<file path="src/hw/rename_cfg_pkg.sv">
/*
 * sizing of the architectural and physical register spaces
 * and the number of physical registers free out of reset
 */

package rename_cfg_pkg;

	// architectural register space, 16 regs
	localparam int ARCH_REG_BITS = 4;
	localparam int ARCH_REG_COUNT = 1 << ARCH_REG_BITS;

	// physical register space, 64 regs
	localparam int PHYS_REG_BITS = 6;
	localparam int PHYS_REG_COUNT = 1 << PHYS_REG_BITS;

	// regs 0..ARCH_REG_COUNT-1 start mapped 1:1 to the arch regs,
	// everything above them sits in the free list after reset
	localparam int FREE_PRELOAD_COUNT = PHYS_REG_COUNT - ARCH_REG_COUNT;

endpackage : rename_cfg_pkg

</file>
<file path="src/hw/uop_pkg.sv">
/*
 * micro-op opcode enum, instruction field positions
 * and the destination-write predicate
 */

package uop_pkg;

	// 4-bit opcodes, anything else decodes as nop
	typedef enum logic [3:0] {
		OP_NOP    = 4'h0,
		OP_ALU    = 4'h1,
		OP_LOAD   = 4'h2,
		OP_STORE  = 4'h3,
		OP_BRANCH = 4'h4
	} op_t;

	// instruction word layout, low 16 bits unused by rename
	localparam int OPC_MSB  = 31;
	localparam int OPC_LSB  = 28;
	localparam int DST_MSB  = 27;
	localparam int DST_LSB  = 24;
	localparam int SRC1_MSB = 23;
	localparam int SRC1_LSB = 20;
	localparam int SRC2_MSB = 19;
	localparam int SRC2_LSB = 16;

	// only alu and load produce a register result
	function automatic logic op_writes_dst(op_t op);
		return (op == OP_ALU) || (op == OP_LOAD);
	endfunction

endpackage : uop_pkg

</file>
<file path="src/hw/decode_stage.sv">
/*
 * decode stage: slices opcode and register fields out of the
 * instruction word and holds the result in one valid/ready slot
 */

module decode_stage #(
	parameter int ARCH_REG_BITS = rename_cfg_pkg::ARCH_REG_BITS
) (
	input  logic                     clk,
	input  logic                     reset,
	// instruction word in
	input  logic                     in_valid,
	output logic                     in_ready,
	input  logic [31:0]              in_instr,
	// decoded uop out
	output logic                     dec_valid,
	input  logic                     dec_ready,
	output uop_pkg::op_t             dec_opcode,
	output logic                     dec_writes,
	output logic [ARCH_REG_BITS-1:0] dec_dst,
	output logic [ARCH_REG_BITS-1:0] dec_src1,
	output logic [ARCH_REG_BITS-1:0] dec_src2
);

	import uop_pkg::*;

	op_t  opc_next;   // legalized opcode of the incoming word
	logic load_slot;  // slot takes a new word this edge

	// legal codes pass through, the rest collapse to nop
	always_comb begin
		case (in_instr[OPC_MSB:OPC_LSB])
			OP_ALU,
			OP_LOAD,
			OP_STORE,
			OP_BRANCH: opc_next = op_t'(in_instr[OPC_MSB:OPC_LSB]);
			default:   opc_next = OP_NOP;
		endcase
	end

	// slot is free when empty or being drained this cycle
	assign in_ready  = !dec_valid || dec_ready;
	assign load_slot = in_valid && in_ready;

	// valid bit, control state
	always_ff @(posedge clk or posedge reset) begin
		if (reset) begin
			dec_valid <= 1'b0;
		end else if (in_ready) begin
			dec_valid <= in_valid;  // refill or go empty
		end
	end

	// payload, only written on accept
	always_ff @(posedge clk) begin
		if (load_slot) begin
			dec_opcode <= opc_next;
			dec_writes <= op_writes_dst(opc_next);
			dec_dst    <= in_instr[DST_LSB +: ARCH_REG_BITS];
			dec_src1   <= in_instr[SRC1_LSB +: ARCH_REG_BITS];
			dec_src2   <= in_instr[SRC2_LSB +: ARCH_REG_BITS];
		end
	end

	// field widths in the word must cover the arch reg index
	initial begin
		if (ARCH_REG_BITS > DST_MSB - DST_LSB + 1 ||
				ARCH_REG_BITS > SRC1_MSB - SRC1_LSB + 1 ||
				ARCH_REG_BITS > SRC2_MSB - SRC2_LSB + 1) begin
			$error("decode_stage: ARCH_REG_BITS wider than instruction fields");
		end
	end

endmodule : decode_stage

</file>
<file path="src/hw/free_list_fifo.sv">
/*
 * free list of physical registers, circular FIFO with
 * first-word fall-through head and a reset preload
 */

module free_list_fifo #(
	parameter int PHYS_REG_BITS = rename_cfg_pkg::PHYS_REG_BITS,
	parameter int PRELOAD_START = rename_cfg_pkg::ARCH_REG_COUNT,
	parameter int PRELOAD_COUNT = rename_cfg_pkg::FREE_PRELOAD_COUNT
) (
	input  logic                     clk,
	input  logic                     reset,
	input  logic                     push,
	input  logic [PHYS_REG_BITS-1:0] push_reg,
	input  logic                     pop,
	output logic [PHYS_REG_BITS-1:0] head_reg,
	output logic                     empty
);

	localparam int DEPTH    = 1 << PHYS_REG_BITS;  // one slot per phys reg
	localparam int PTR_BITS = PHYS_REG_BITS;
	localparam int CNT_BITS = PHYS_REG_BITS + 1;   // must reach DEPTH

	logic [PHYS_REG_BITS-1:0] mem [DEPTH];
	logic [PTR_BITS-1:0]      rd_ptr;
	logic [PTR_BITS-1:0]      wr_ptr;
	logic [CNT_BITS-1:0]      count;
	logic                     full;
	logic                     do_push;
	logic                     do_pop;

	assign empty    = (count == '0);
	assign full     = (count == CNT_BITS'(DEPTH));
	assign head_reg = mem[rd_ptr];  // fall-through, valid while !empty

	// ignore pop on empty and push on full
	assign do_push = push && !full;
	assign do_pop  = pop && !empty;

	always_ff @(posedge clk or posedge reset) begin
		if (reset) begin
			// ascending preload, slots past PRELOAD_COUNT are don't-care
			for (int i = 0; i < DEPTH; i++) begin
				mem[i] <= PHYS_REG_BITS'(PRELOAD_START + i);
			end
			rd_ptr <= '0;
			wr_ptr <= PTR_BITS'(PRELOAD_COUNT);  // wraps to 0 when completely full
			count  <= CNT_BITS'(PRELOAD_COUNT);
		end else begin
			if (do_push) begin
				mem[wr_ptr] <= push_reg;
				wr_ptr      <= wr_ptr + 1'b1;
			end
			if (do_pop) begin
				rd_ptr <= rd_ptr + 1'b1;
			end
			// simultaneous push and pop leaves count alone
			case ({do_push, do_pop})
				2'b10:   count <= count + 1'b1;
				2'b01:   count <= count - 1'b1;
				default: count <= count;
			endcase
		end
	end

	// preload must fit in the buffer
	initial begin
		if (PRELOAD_COUNT > DEPTH) begin
			$error("free_list_fifo: PRELOAD_COUNT exceeds depth");
		end
	end

endmodule : free_list_fifo

</file>
<file path="src/hw/rename_map.sv">
/*
 * rename stage: speculative arch-to-phys map, superseded register
 * records per phys reg, allocation from and release to the free list
 */

module rename_map #(
	parameter int ARCH_REG_BITS = rename_cfg_pkg::ARCH_REG_BITS,
	parameter int PHYS_REG_BITS = rename_cfg_pkg::PHYS_REG_BITS
) (
	input  logic                     clk,
	input  logic                     reset,
	// decoded uop in
	input  logic                     dec_valid,
	output logic                     dec_ready,
	input  uop_pkg::op_t             dec_opcode,
	input  logic                     dec_writes,
	input  logic [ARCH_REG_BITS-1:0] dec_dst,
	input  logic [ARCH_REG_BITS-1:0] dec_src1,
	input  logic [ARCH_REG_BITS-1:0] dec_src2,
	// renamed uop out
	output logic                     ren_valid,
	input  logic                     ren_ready,
	output uop_pkg::op_t             ren_opcode,
	output logic                     ren_writes,
	output logic [PHYS_REG_BITS-1:0] ren_dst_phys,
	output logic [PHYS_REG_BITS-1:0] ren_src1_phys,
	output logic [PHYS_REG_BITS-1:0] ren_src2_phys,
	// retire side
	input  logic                     commit_valid,
	input  logic                     commit_with_write,
	input  logic [PHYS_REG_BITS-1:0] commit_phys
);

	localparam int ARCH_REGS = 1 << ARCH_REG_BITS;
	localparam int PHYS_REGS = 1 << PHYS_REG_BITS;

	logic [PHYS_REG_BITS-1:0] map_tbl [ARCH_REGS];   // arch -> current phys
	logic [PHYS_REG_BITS-1:0] prev_reg [PHYS_REGS];  // phys -> the one it replaced
	logic [PHYS_REGS-1:0]     prev_valid;            // prev_reg entry is live

	logic                     fl_empty;
	logic [PHYS_REG_BITS-1:0] fl_head;
	logic                     can_rename;
	logic                     fire;
	logic                     alloc;
	logic                     release_hit;

	free_list_fifo #(
		.PHYS_REG_BITS (PHYS_REG_BITS),
		.PRELOAD_START (ARCH_REGS),
		.PRELOAD_COUNT (PHYS_REGS - ARCH_REGS)
	) free_list_i (
		.clk      (clk),
		.reset    (reset),
		.push     (release_hit),
		.push_reg (prev_reg[commit_phys]),
		.pop      (alloc),
		.head_reg (fl_head),
		.empty    (fl_empty)
	);

	// writers need a free reg, everything else always goes
	assign can_rename = !dec_writes || !fl_empty;
	assign ren_valid  = dec_valid && can_rename;
	assign dec_ready  = ren_ready && can_rename;
	assign fire       = dec_valid && dec_ready;
	assign alloc      = fire && dec_writes;

	// retire only frees something if there is a recorded predecessor
	assign release_hit = commit_valid && commit_with_write && prev_valid[commit_phys];

	// data path straight through, sources see the map before this uop
	assign ren_opcode    = dec_opcode;
	assign ren_writes    = dec_writes;
	assign ren_dst_phys  = dec_writes ? fl_head : '0;
	assign ren_src1_phys = map_tbl[dec_src1];
	assign ren_src2_phys = map_tbl[dec_src2];

	// map table and record valid bits
	always_ff @(posedge clk or posedge reset) begin
		if (reset) begin
			for (int i = 0; i < ARCH_REGS; i++) begin
				map_tbl[i] <= PHYS_REG_BITS'(i);  // identity
			end
			prev_valid <= '0;
		end else begin
			if (release_hit) begin
				prev_valid[commit_phys] <= 1'b0;
			end
			// alloc after release, so a same-edge hit on one reg keeps the new record
			if (alloc) begin
				map_tbl[dec_dst]    <= fl_head;
				prev_valid[fl_head] <= 1'b1;
			end
		end
	end

	// superseded reg numbers, qualified by prev_valid
	always_ff @(posedge clk) begin
		if (alloc) begin
			prev_reg[fl_head] <= map_tbl[dec_dst];
		end
	end

endmodule : rename_map

</file>
<file path="src/hw/rename_out_stage.sv">
/*
 * output slot for renamed uops, holds under back-pressure
 */

module rename_out_stage #(
	parameter int PHYS_REG_BITS = rename_cfg_pkg::PHYS_REG_BITS
) (
	input  logic                     clk,
	input  logic                     reset,
	// from rename
	input  logic                     ren_valid,
	output logic                     ren_ready,
	input  uop_pkg::op_t             ren_opcode,
	input  logic                     ren_writes,
	input  logic [PHYS_REG_BITS-1:0] ren_dst_phys,
	input  logic [PHYS_REG_BITS-1:0] ren_src1_phys,
	input  logic [PHYS_REG_BITS-1:0] ren_src2_phys,
	// to consumer
	output logic                     out_valid,
	input  logic                     out_ready,
	output uop_pkg::op_t             out_opcode,
	output logic                     out_writes,
	output logic [PHYS_REG_BITS-1:0] out_dst_phys,
	output logic [PHYS_REG_BITS-1:0] out_src1_phys,
	output logic [PHYS_REG_BITS-1:0] out_src2_phys
);

	logic load_slot;

	assign ren_ready = !out_valid || out_ready;  // empty or draining
	assign load_slot = ren_valid && ren_ready;

	always_ff @(posedge clk or posedge reset) begin
		if (reset) begin
			out_valid <= 1'b0;
		end else if (ren_ready) begin
			out_valid <= ren_valid;
		end
	end

	// data frozen while out_valid && !out_ready
	always_ff @(posedge clk) begin
		if (load_slot) begin
			out_opcode    <= ren_opcode;
			out_writes    <= ren_writes;
			out_dst_phys  <= ren_dst_phys;
			out_src1_phys <= ren_src1_phys;
			out_src2_phys <= ren_src2_phys;
		end
	end

endmodule : rename_out_stage

</file>
<file path="src/hw/rename_unit_top.sv">
/*
 * rename front end top: decode, rename and output stages
 * plus the commit port feeding register release
 */

module rename_unit_top #(
	parameter int ARCH_REG_BITS = rename_cfg_pkg::ARCH_REG_BITS,
	parameter int PHYS_REG_BITS = rename_cfg_pkg::PHYS_REG_BITS
) (
	input  logic                     clk,
	input  logic                     reset,
	input  logic                     in_valid,
	output logic                     in_ready,
	input  logic [31:0]              in_instr,
	output logic                     out_valid,
	input  logic                     out_ready,
	output uop_pkg::op_t             out_opcode,
	output logic                     out_writes,
	output logic [PHYS_REG_BITS-1:0] out_dst_phys,
	output logic [PHYS_REG_BITS-1:0] out_src1_phys,
	output logic [PHYS_REG_BITS-1:0] out_src2_phys,
	input  logic                     commit_valid,       // always accepted
	input  logic                     commit_with_write,
	input  logic [PHYS_REG_BITS-1:0] commit_phys
);

	import uop_pkg::*;

	// decode -> rename
	logic                     dec_valid;
	logic                     dec_ready;
	op_t                      dec_opcode;
	logic                     dec_writes;
	logic [ARCH_REG_BITS-1:0] dec_dst;
	logic [ARCH_REG_BITS-1:0] dec_src1;
	logic [ARCH_REG_BITS-1:0] dec_src2;

	// rename -> output
	logic                     ren_valid;
	logic                     ren_ready;
	op_t                      ren_opcode;
	logic                     ren_writes;
	logic [PHYS_REG_BITS-1:0] ren_dst_phys;
	logic [PHYS_REG_BITS-1:0] ren_src1_phys;
	logic [PHYS_REG_BITS-1:0] ren_src2_phys;

	decode_stage #(.ARCH_REG_BITS(ARCH_REG_BITS)) decode_i (
		.clk(clk), .reset(reset),
		.in_valid(in_valid), .in_ready(in_ready), .in_instr(in_instr),
		.dec_valid(dec_valid), .dec_ready(dec_ready),
		.dec_opcode(dec_opcode), .dec_writes(dec_writes),
		.dec_dst(dec_dst), .dec_src1(dec_src1), .dec_src2(dec_src2)
	);

	rename_map #(.ARCH_REG_BITS(ARCH_REG_BITS), .PHYS_REG_BITS(PHYS_REG_BITS)) map_i (
		.clk(clk), .reset(reset),
		.dec_valid(dec_valid), .dec_ready(dec_ready),
		.dec_opcode(dec_opcode), .dec_writes(dec_writes),
		.dec_dst(dec_dst), .dec_src1(dec_src1), .dec_src2(dec_src2),
		.ren_valid(ren_valid), .ren_ready(ren_ready),
		.ren_opcode(ren_opcode), .ren_writes(ren_writes), .ren_dst_phys(ren_dst_phys),
		.ren_src1_phys(ren_src1_phys), .ren_src2_phys(ren_src2_phys),
		.commit_valid(commit_valid), .commit_with_write(commit_with_write),
		.commit_phys(commit_phys)
	);

	rename_out_stage #(.PHYS_REG_BITS(PHYS_REG_BITS)) out_i (
		.clk(clk), .reset(reset),
		.ren_valid(ren_valid), .ren_ready(ren_ready),
		.ren_opcode(ren_opcode), .ren_writes(ren_writes), .ren_dst_phys(ren_dst_phys),
		.ren_src1_phys(ren_src1_phys), .ren_src2_phys(ren_src2_phys),
		.out_valid(out_valid), .out_ready(out_ready),
		.out_opcode(out_opcode), .out_writes(out_writes), .out_dst_phys(out_dst_phys),
		.out_src1_phys(out_src1_phys), .out_src2_phys(out_src2_phys)
	);

endmodule : rename_unit_top

</file>
<file path="config.mk">
export PLATFORM = sky130hd
export DESIGN_NAME = rename_unit_top
export DESIGN_NICKNAME = d
export VERILOG_FILES = /design/src/hw/rename_cfg_pkg.sv /design/src/hw/uop_pkg.sv /design/src/hw/decode_stage.sv /design/src/hw/free_list_fifo.sv /design/src/hw/rename_map.sv /design/src/hw/rename_out_stage.sv /design/src/hw/rename_unit_top.sv
export SDC_FILE = /design/constraint.sdc
export NUM_CORES = 2
export LEC_CHECK = 0
export BUFFER_PORTS_ARGS = -buffer_cell sky130_fd_sc_hd__buf_2
export CELL_PAD_IN_SITES_DETAIL_PLACEMENT = 1
export CELL_PAD_IN_SITES_GLOBAL_PLACEMENT = 1
export CORE_ASPECT_RATIO = 0.9
export CORE_UTILIZATION = 40
export CTS_CLUSTER_SIZE = 12
export DETAILED_ROUTE_END_ITERATION = 7
export GPL_TIMING_DRIVEN = 0
export PLACE_DENSITY = 0.73
export SKIP_CTS_REPAIR_TIMING = 1
export SLEW_MARGIN = 30
export SYNTH_ARGS = -nofsm -noshare
export SYNTH_HDL_FRONTEND = slang
export SYNTH_HIERARCHICAL = 1
export SYNTH_SLANG_ARGS = --single-unit
export TNS_END_PERCENT = 5
</file>
<file path="constraint.sdc">
create_clock -name clk -period 29.3 [get_ports clk]
set_input_delay 2.93 -clock clk [delete_from_list [all_inputs] [get_ports clk]]
set_output_delay 2.93 -clock clk [all_outputs]
set_load 0.05 [all_outputs]
</file>
Word-level counts from Yosys, hierarchy flattened

Memories as Yosys holds them, arrays and structs flattened.
Index checks and enable logic that the tools add are counted.

Memories: 1
Word-level logic and storage cells: 185
Memory bits (read-only): 0
Memory bits (writable): 384
Latch bits: 0
Register bits after elaboration: 605
Bits of input ports: 44

Multipliers: 0
Mux-type cells: 30
Equality and inequality tests: 9
Bitwise operators: 8
Shift operators: 0
$lt $le $gt $ge: 11
Reductions and logical operators: 26
Divide/modulo/power cells: 0
Add/subtract/negate cells: 4

Memory list:

| name           | depth | bits a word | read ports | clocked after memory_dff | wr ports | line             | RTL |
|---|---|---|---|---|---|---|---|
| map_i.prev_reg | 64    | 6           | 1          | 0                        | 1        | rename_map.sv:38 | `logic [PHYS_REG_BITS-1:0] prev_reg [PHYS_REGS];` |

Operator list:

| kind                                                | number |
|---|---|
| bitwise mux 384 bit                                 | 1 |
| two-way mux 64 bit                                  | 2 |
| bitwise mux 96 bit                                  | 1 |
| binary-select mux 6 bit (select 4 bit)              | 3 |
| AND 64 bit                                          | 1 |
| NOT 64 bit                                          | 1 |
| OR 64 bit                                           | 1 |
| two-way mux 6 bit                                   | 10 |
| binary-select mux 6 bit (select 6 bit)              | 1 |
| demux 6 bit (select 6 bit)                          | 1 |
| demux 6 bit (select 4 bit)                          | 1 |
| >= comparator 5 bit, second input constant          | 3 |
| NOT 4 -> 5 bit                                      | 3 |
| >= comparator 7 bit, second input constant          | 2 |
| logical AND 1 bit                                   | 14 |
| < comparator 6 x 7 -> 1 bit, second input constant  | 2 |
| NOT 6 -> 7 bit                                      | 2 |
| one-hot mux 7 bit (2 select lines)                  | 1 |
| adder 6 x 1 -> 6 bit, second input constant         | 2 |
| demux 1 bit (select 6 bit)                          | 2 |
| equality test 4 x 2 -> 1 bit, second input constant | 3 |
| >= comparator 6 x 1 -> 1 bit, second input constant | 2 |
| equality test 4 x 1 -> 1 bit, second input constant | 2 |
| adder 7 x 1 -> 7 bit, second input constant         | 1 |
| other kinds (15)                                    | 26 |

Longest topological paths before layout

Word-level depth: 10
Gate-level depth with buffers: 20

Cells and area by module

Netlist, hierarchy kept.

By module, submodules not included:

| module           | area an instance (um^2) | cells an instance | times used |
|---|---|---|---|
| rename_map       | 24429.7                 | 1538              | 1 |
| free_list_fifo   | 19020.7                 | 1240              | 1 |
| rename_out_stage | 748.2                   | 28                | 1 |
| decode_stage     | 599.3                   | 28                | 1 |

Worst setup path after synthesis

Ideal clock, no wire load.

Kind: in2out
From: in out_ready
To: out in_ready
Arrival: 3648 ps
Slack: 22722 ps
Cell stages on the path: 3
Path through: nand2b_4 > a21boi_0 > nand2b_1

Word-level cells in the longest chain between the ends: 3

Ends and longest elaborated chain:

| element             | line                   | RTL |
|---|---|---|
| start, declared     | rename_unit_top.sv:16  | `input logic out_ready,` |
| logical OR 1 bit    | rename_out_stage.sv:30 | `assign ren_ready = !out_valid \|\| out_ready;` |
| logical AND 1 bit   | rename_map.sv:65       | `assign dec_ready = ren_ready && can_rename;` |
| named net dec_ready | rename_unit_top.sv:31  | `logic dec_ready;` |
| logical OR 1 bit    | decode_stage.sv:42     | `assign in_ready = !dec_valid \|\| dec_ready;` |
| end, declared       | rename_unit_top.sv:13  | `output logic in_ready,` |

The timed path passes the listed nets, and every way through them passes these cells.

Worst setup path after layout

From: in commit_phys[0]
To: reg map_i/free_list_i/mem[185] (netlist name)

Word-level cells in the longest chain between the ends: 4
Elaborated cells on any way between the ends: 6

Ends and longest elaborated chain:

| element                                 | line                  | RTL |
|---|---|---|
| start, declared                         | rename_unit_top.sv:24 | `input logic [PHYS_REG_BITS-1:0] commit_phys` |
| binary-select mux 1 bit (select 6 bit)  | rename_map.sv:70      | `assign release_hit = commit_valid && commit_with_write && prev_valid[commit_phys];` |
| two-way mux 1 bit (not written as such) | rename_map.sv:70      |  |
| logical AND 1 bit                       | rename_map.sv:70      |  |
| logical AND 1 bit                       | free_list_fifo.sv:37  | `assign do_push = push && !full;` |
| end signal, assigned by index           | free_list_fifo.sv:44  | `mem[i] <= PHYS_REG_BITS'(PRELOAD_START + i);` |
| end signal, assigned by index           | free_list_fifo.sv:51  | `mem[wr_ptr] <= push_reg;` |
| end, declared                           | free_list_fifo.sv:24  | `logic [PHYS_REG_BITS-1:0] mem [DEPTH];` |

Several ways; a longest one is shown, not always the timed one. The select of a mux whose other input is x is not followed.
A chain may end at the register's enable or synchronous reset.

==> impl_metrics.env <==
export IMPL_grt_pass1_wl_mm=205
export IMPL_power_frac_comb_pct=21.9
export IMPL_dieArea_mm2=0.113
export IMPL_grt_pass1_vias=28987
export IMPL_p_leak_uw=0.0200
export IMPL_path_max_fanout=10
export IMPL_synthCells=2834
export IMPL_yosys_warnings=6
export IMPL_track_usage_pct=24.7
export IMPL_setup_violations=0
export IMPL_layout_cells_non_filler=4566
export IMPL_power_switching_uw=1210
export IMPL_cts_sinks=989
export IMPL_htree_levels=3
export IMPL_p_per_area_mw_per_mm2=75.8
export IMPL_rsz0062_at_grt="no"
export IMPL_drv_slew=0
export IMPL_setup_tns_ns=0
export IMPL_cts_tree="yes"
export IMPL_post_route_period_util_pct=25.5
export IMPL_finalHoldViolCount=0
export IMPL_fp_dieH_um=319
export IMPL_synth_async_reset_ratio_pct=57.1
export IMPL_power_internal_uw=2630
export IMPL_grt_max_degree=88
export IMPL_floorplan_initialDensity_pct=40.3
export IMPL_root_buffer="clkbuf_16"
export IMPL_post_drt_via_cell_ratio=6.17
export IMPL_synth_top_family_by_area="multiplexers"
export IMPL_mostFrequentLayoutCells="mux2_2 (520), edfxtp_1 (424), dfrtp_1 (337)"
export IMPL_cp_start_kind="input pin"
export IMPL_worst_ep_arrival_time_ns=8.11
export IMPL_core_area_mm2=0.111
export IMPL_synth_xor_area_share_pct=0.293
export IMPL_clock_latency_ns=0.73
export IMPL_dp_hpwl_mm=92.8
export IMPL_synth_largest_area_cell="edfxtp_1"
export IMPL_fin_area_mm2=0.0506
export IMPL_clkPwrFrac_pct=35.0
export IMPL_dr_first_iter_drc_count=3200
export IMPL_cts_made_buffers=105
export IMPL_yosys_top_cells_area="edfxtp_1 (28%), dfrtp_1 (19%), dfstp_2 (13%)"
export IMPL_nets=3047
export IMPL_die_w_um=355
export IMPL_clkTransAtPathRegs_ns=0.06
export IMPL_portBuffers=47
export IMPL_period_needed_ns=7.47
export IMPL_worstPathRequired_ns=29.94
export IMPL_status="finished clean"
export IMPL_routed_wl_mm=140
export IMPL_clk_path_buf_depth=3
export IMPL_hp_class="reg2reg"
export IMPL_synthAdderAreaFrac_pct=0.268
export IMPL_drive_gt1_share_pct=42.0
export IMPL_synth_flop_cell="edfxtp_1"
export IMPL_antenna_found_initial=3
export IMPL_switching_share_pct=31.4
export IMPL_crit_path_end_kind="flop"
export IMPL_p_seq_share_pct=43.2
export IMPL_ys_types=79
export IMPL_vias=28173
export IMPL_area_growth_pct=13.0
export IMPL_crit_type="in2reg"
export IMPL_synth_seq_cells=989
export IMPL_placed_cell_area_mm2=0.0471
export IMPL_drt_wirelength_per_cell_um=30.6
export IMPL_finClkSkew_ns=0.0887
export IMPL_core_rowCount=116
export IMPL_ant_nets=0
export IMPL_muxShareOfSynthArea_pct=26.5
export IMPL_peakVddDrop_mv=0.0532
export IMPL_syn_area_per_cell_um2=15.8
export IMPL_relSlewSlack_pct=25.8
export IMPL_tightest_slew_ns=1.11
export IMPL_drv_cap=0
export IMPL_layout_commonest_cell="mux2_2"
export IMPL_fin_util_pct=45.5
export IMPL_drcViolationCount=0
export IMPL_synth_edf_count=424
export IMPL_yosys_area_share_simple_pct=5.36
export IMPL_ioPinCount=69
export IMPL_clock_fmax_ghz=0.134
export IMPL_synth_seq_area_share_pct=60.6
export IMPL_drtPass1Iterations=7
export IMPL_overflow=0
export IMPL_gp_routability_congestion=0.968
export IMPL_synth_nets=2887
export IMPL_synthesis_area_mm2=0.0448
export IMPL_synth_top_area_share_pct=28.4
export IMPL_synth_compound_area_share_pct=4.52
export IMPL_dp_cells=4362
## synth_stat cells, types with 7 or more instances
library cell	number
ha_1	8
nand3b_1	10
mux2i_1	59
o21ai_0	16
o22ai_1	23
and3_1	13
mux2_2	520
nand3_1	22
dfrtp_1	337
dfstp_2	228
nor2b_1	14
a22oi_1	40
nor3b_1	9
o211ai_1	7
inv_1	16
clkbuf_1	108
mux4_2	231
and3b_1	7
buf_4	16
a2bb2oi_1	21
nor3_1	73
nand2_1	137
o221ai_1	8
nand2b_1	19
a221oi_1	46
xnor2_1	11
a21oi_1	64
mux4_1	8
edfxtp_1	424
buf_1	20
buf_2	51
buf_6	8
and2_1	15
a211oi_1	7
nor2_1	143
## cell type report
| class | count | area, um^2 |
|---|---|---|
| diodes | 5 | 12.5 |
| plain buffers | 210 | 1050 |
| clock buffers | 160 | 2940 |
| clock inverters | 39 | 544 |
| fillers | 10907 | 60600 |
| inverters | 16 | 75.1 |
| multi-input cells | 1619 | 16600 |
| flip-flops and latches | 989 | 27200 |
| well taps | 1475 | 1850 |
| repair buffers | 53 | 400 |
## critical path, cell delays in order
cell	delay (ns)
buf_2	0.18
buf_6	0.18
buf_2	0.25
inv_1	0.26
clkbuf_1	0.85
clkbuf_1	0.85
a221oi_1	0.11
o22ai_1	0.42
nand2_1	0.16
nand4_1	0.22
buf_1	0.74
clkbuf_1	0.62
mux2_2	0.29
## worst paths after layout
kind	endpoint	startpoint	cells after the start	slack (ns)
max	map_i/free_list_i/mem[185]	commit_phys[0]	13	21.83
min	map_i/free_list_i/count[4]	map_i/free_list_i/count[4]	2	0.49
max reg2reg	map_i/prev_reg[5][3]	map_i/free_list_i/rd_ptr[0]	13	23.37
min reg2reg	map_i/free_list_i/count[4]	map_i/free_list_i/count[4]	2	0.49
max in group asynchronous	map_i/free_list_i/mem[24]	reset	6	24.82
min in group asynchronous	out_i/out_valid	reset	2	2.17
## per-layer routing
metal  GRT usage (%)  share of wire [%]  vias up
li1                -                  -    11320
met1            35.8                 43    15102
met2            36.9                 45     1424
met3            5.45                9.0      325
met4            8.10                3.6        2
met5               0             0.0071        -
## power groups by stage
stage                     registers [uW]  clock network (uW)  logic, uW
after floorplan                     1680                   0        492
after global placement              1670                   0        805
after detailed placement            1680                   0        826
after CTS                           1650                1370        829
after global routing                1670                1420        872
final                               1660                1340        839
## through the flow
stage | hold slack, ns | total power [uW] | worst slack [ns]
final | 0.493 | 3840 | 21.83
after global routing | 0.516 | 3960 | 21.87
after CTS | 0.497 | 3850 | 22.07
after detailed placement | 0.489 | 2500 | 21.33
after global placement | 0.479 | 2480 | 10.46
after floorplan | 0.463 | 2170 | 15.48
## logic make-up (layout without fill, tap and decap cells)
group / Yosys count / count (layout)
AOI/OAI and AO/OA: 280 / 280
muxes: 818 / 818
other: 1 / 6
DFF: 989 / 989
xor gates and xnor gates: 15 / 15
and+or+nand+nor: 496 / 496
buffers and inverters: 226 / 478
adders and majority gates: 9 / 9
Power figures use the tool's default switching activity.
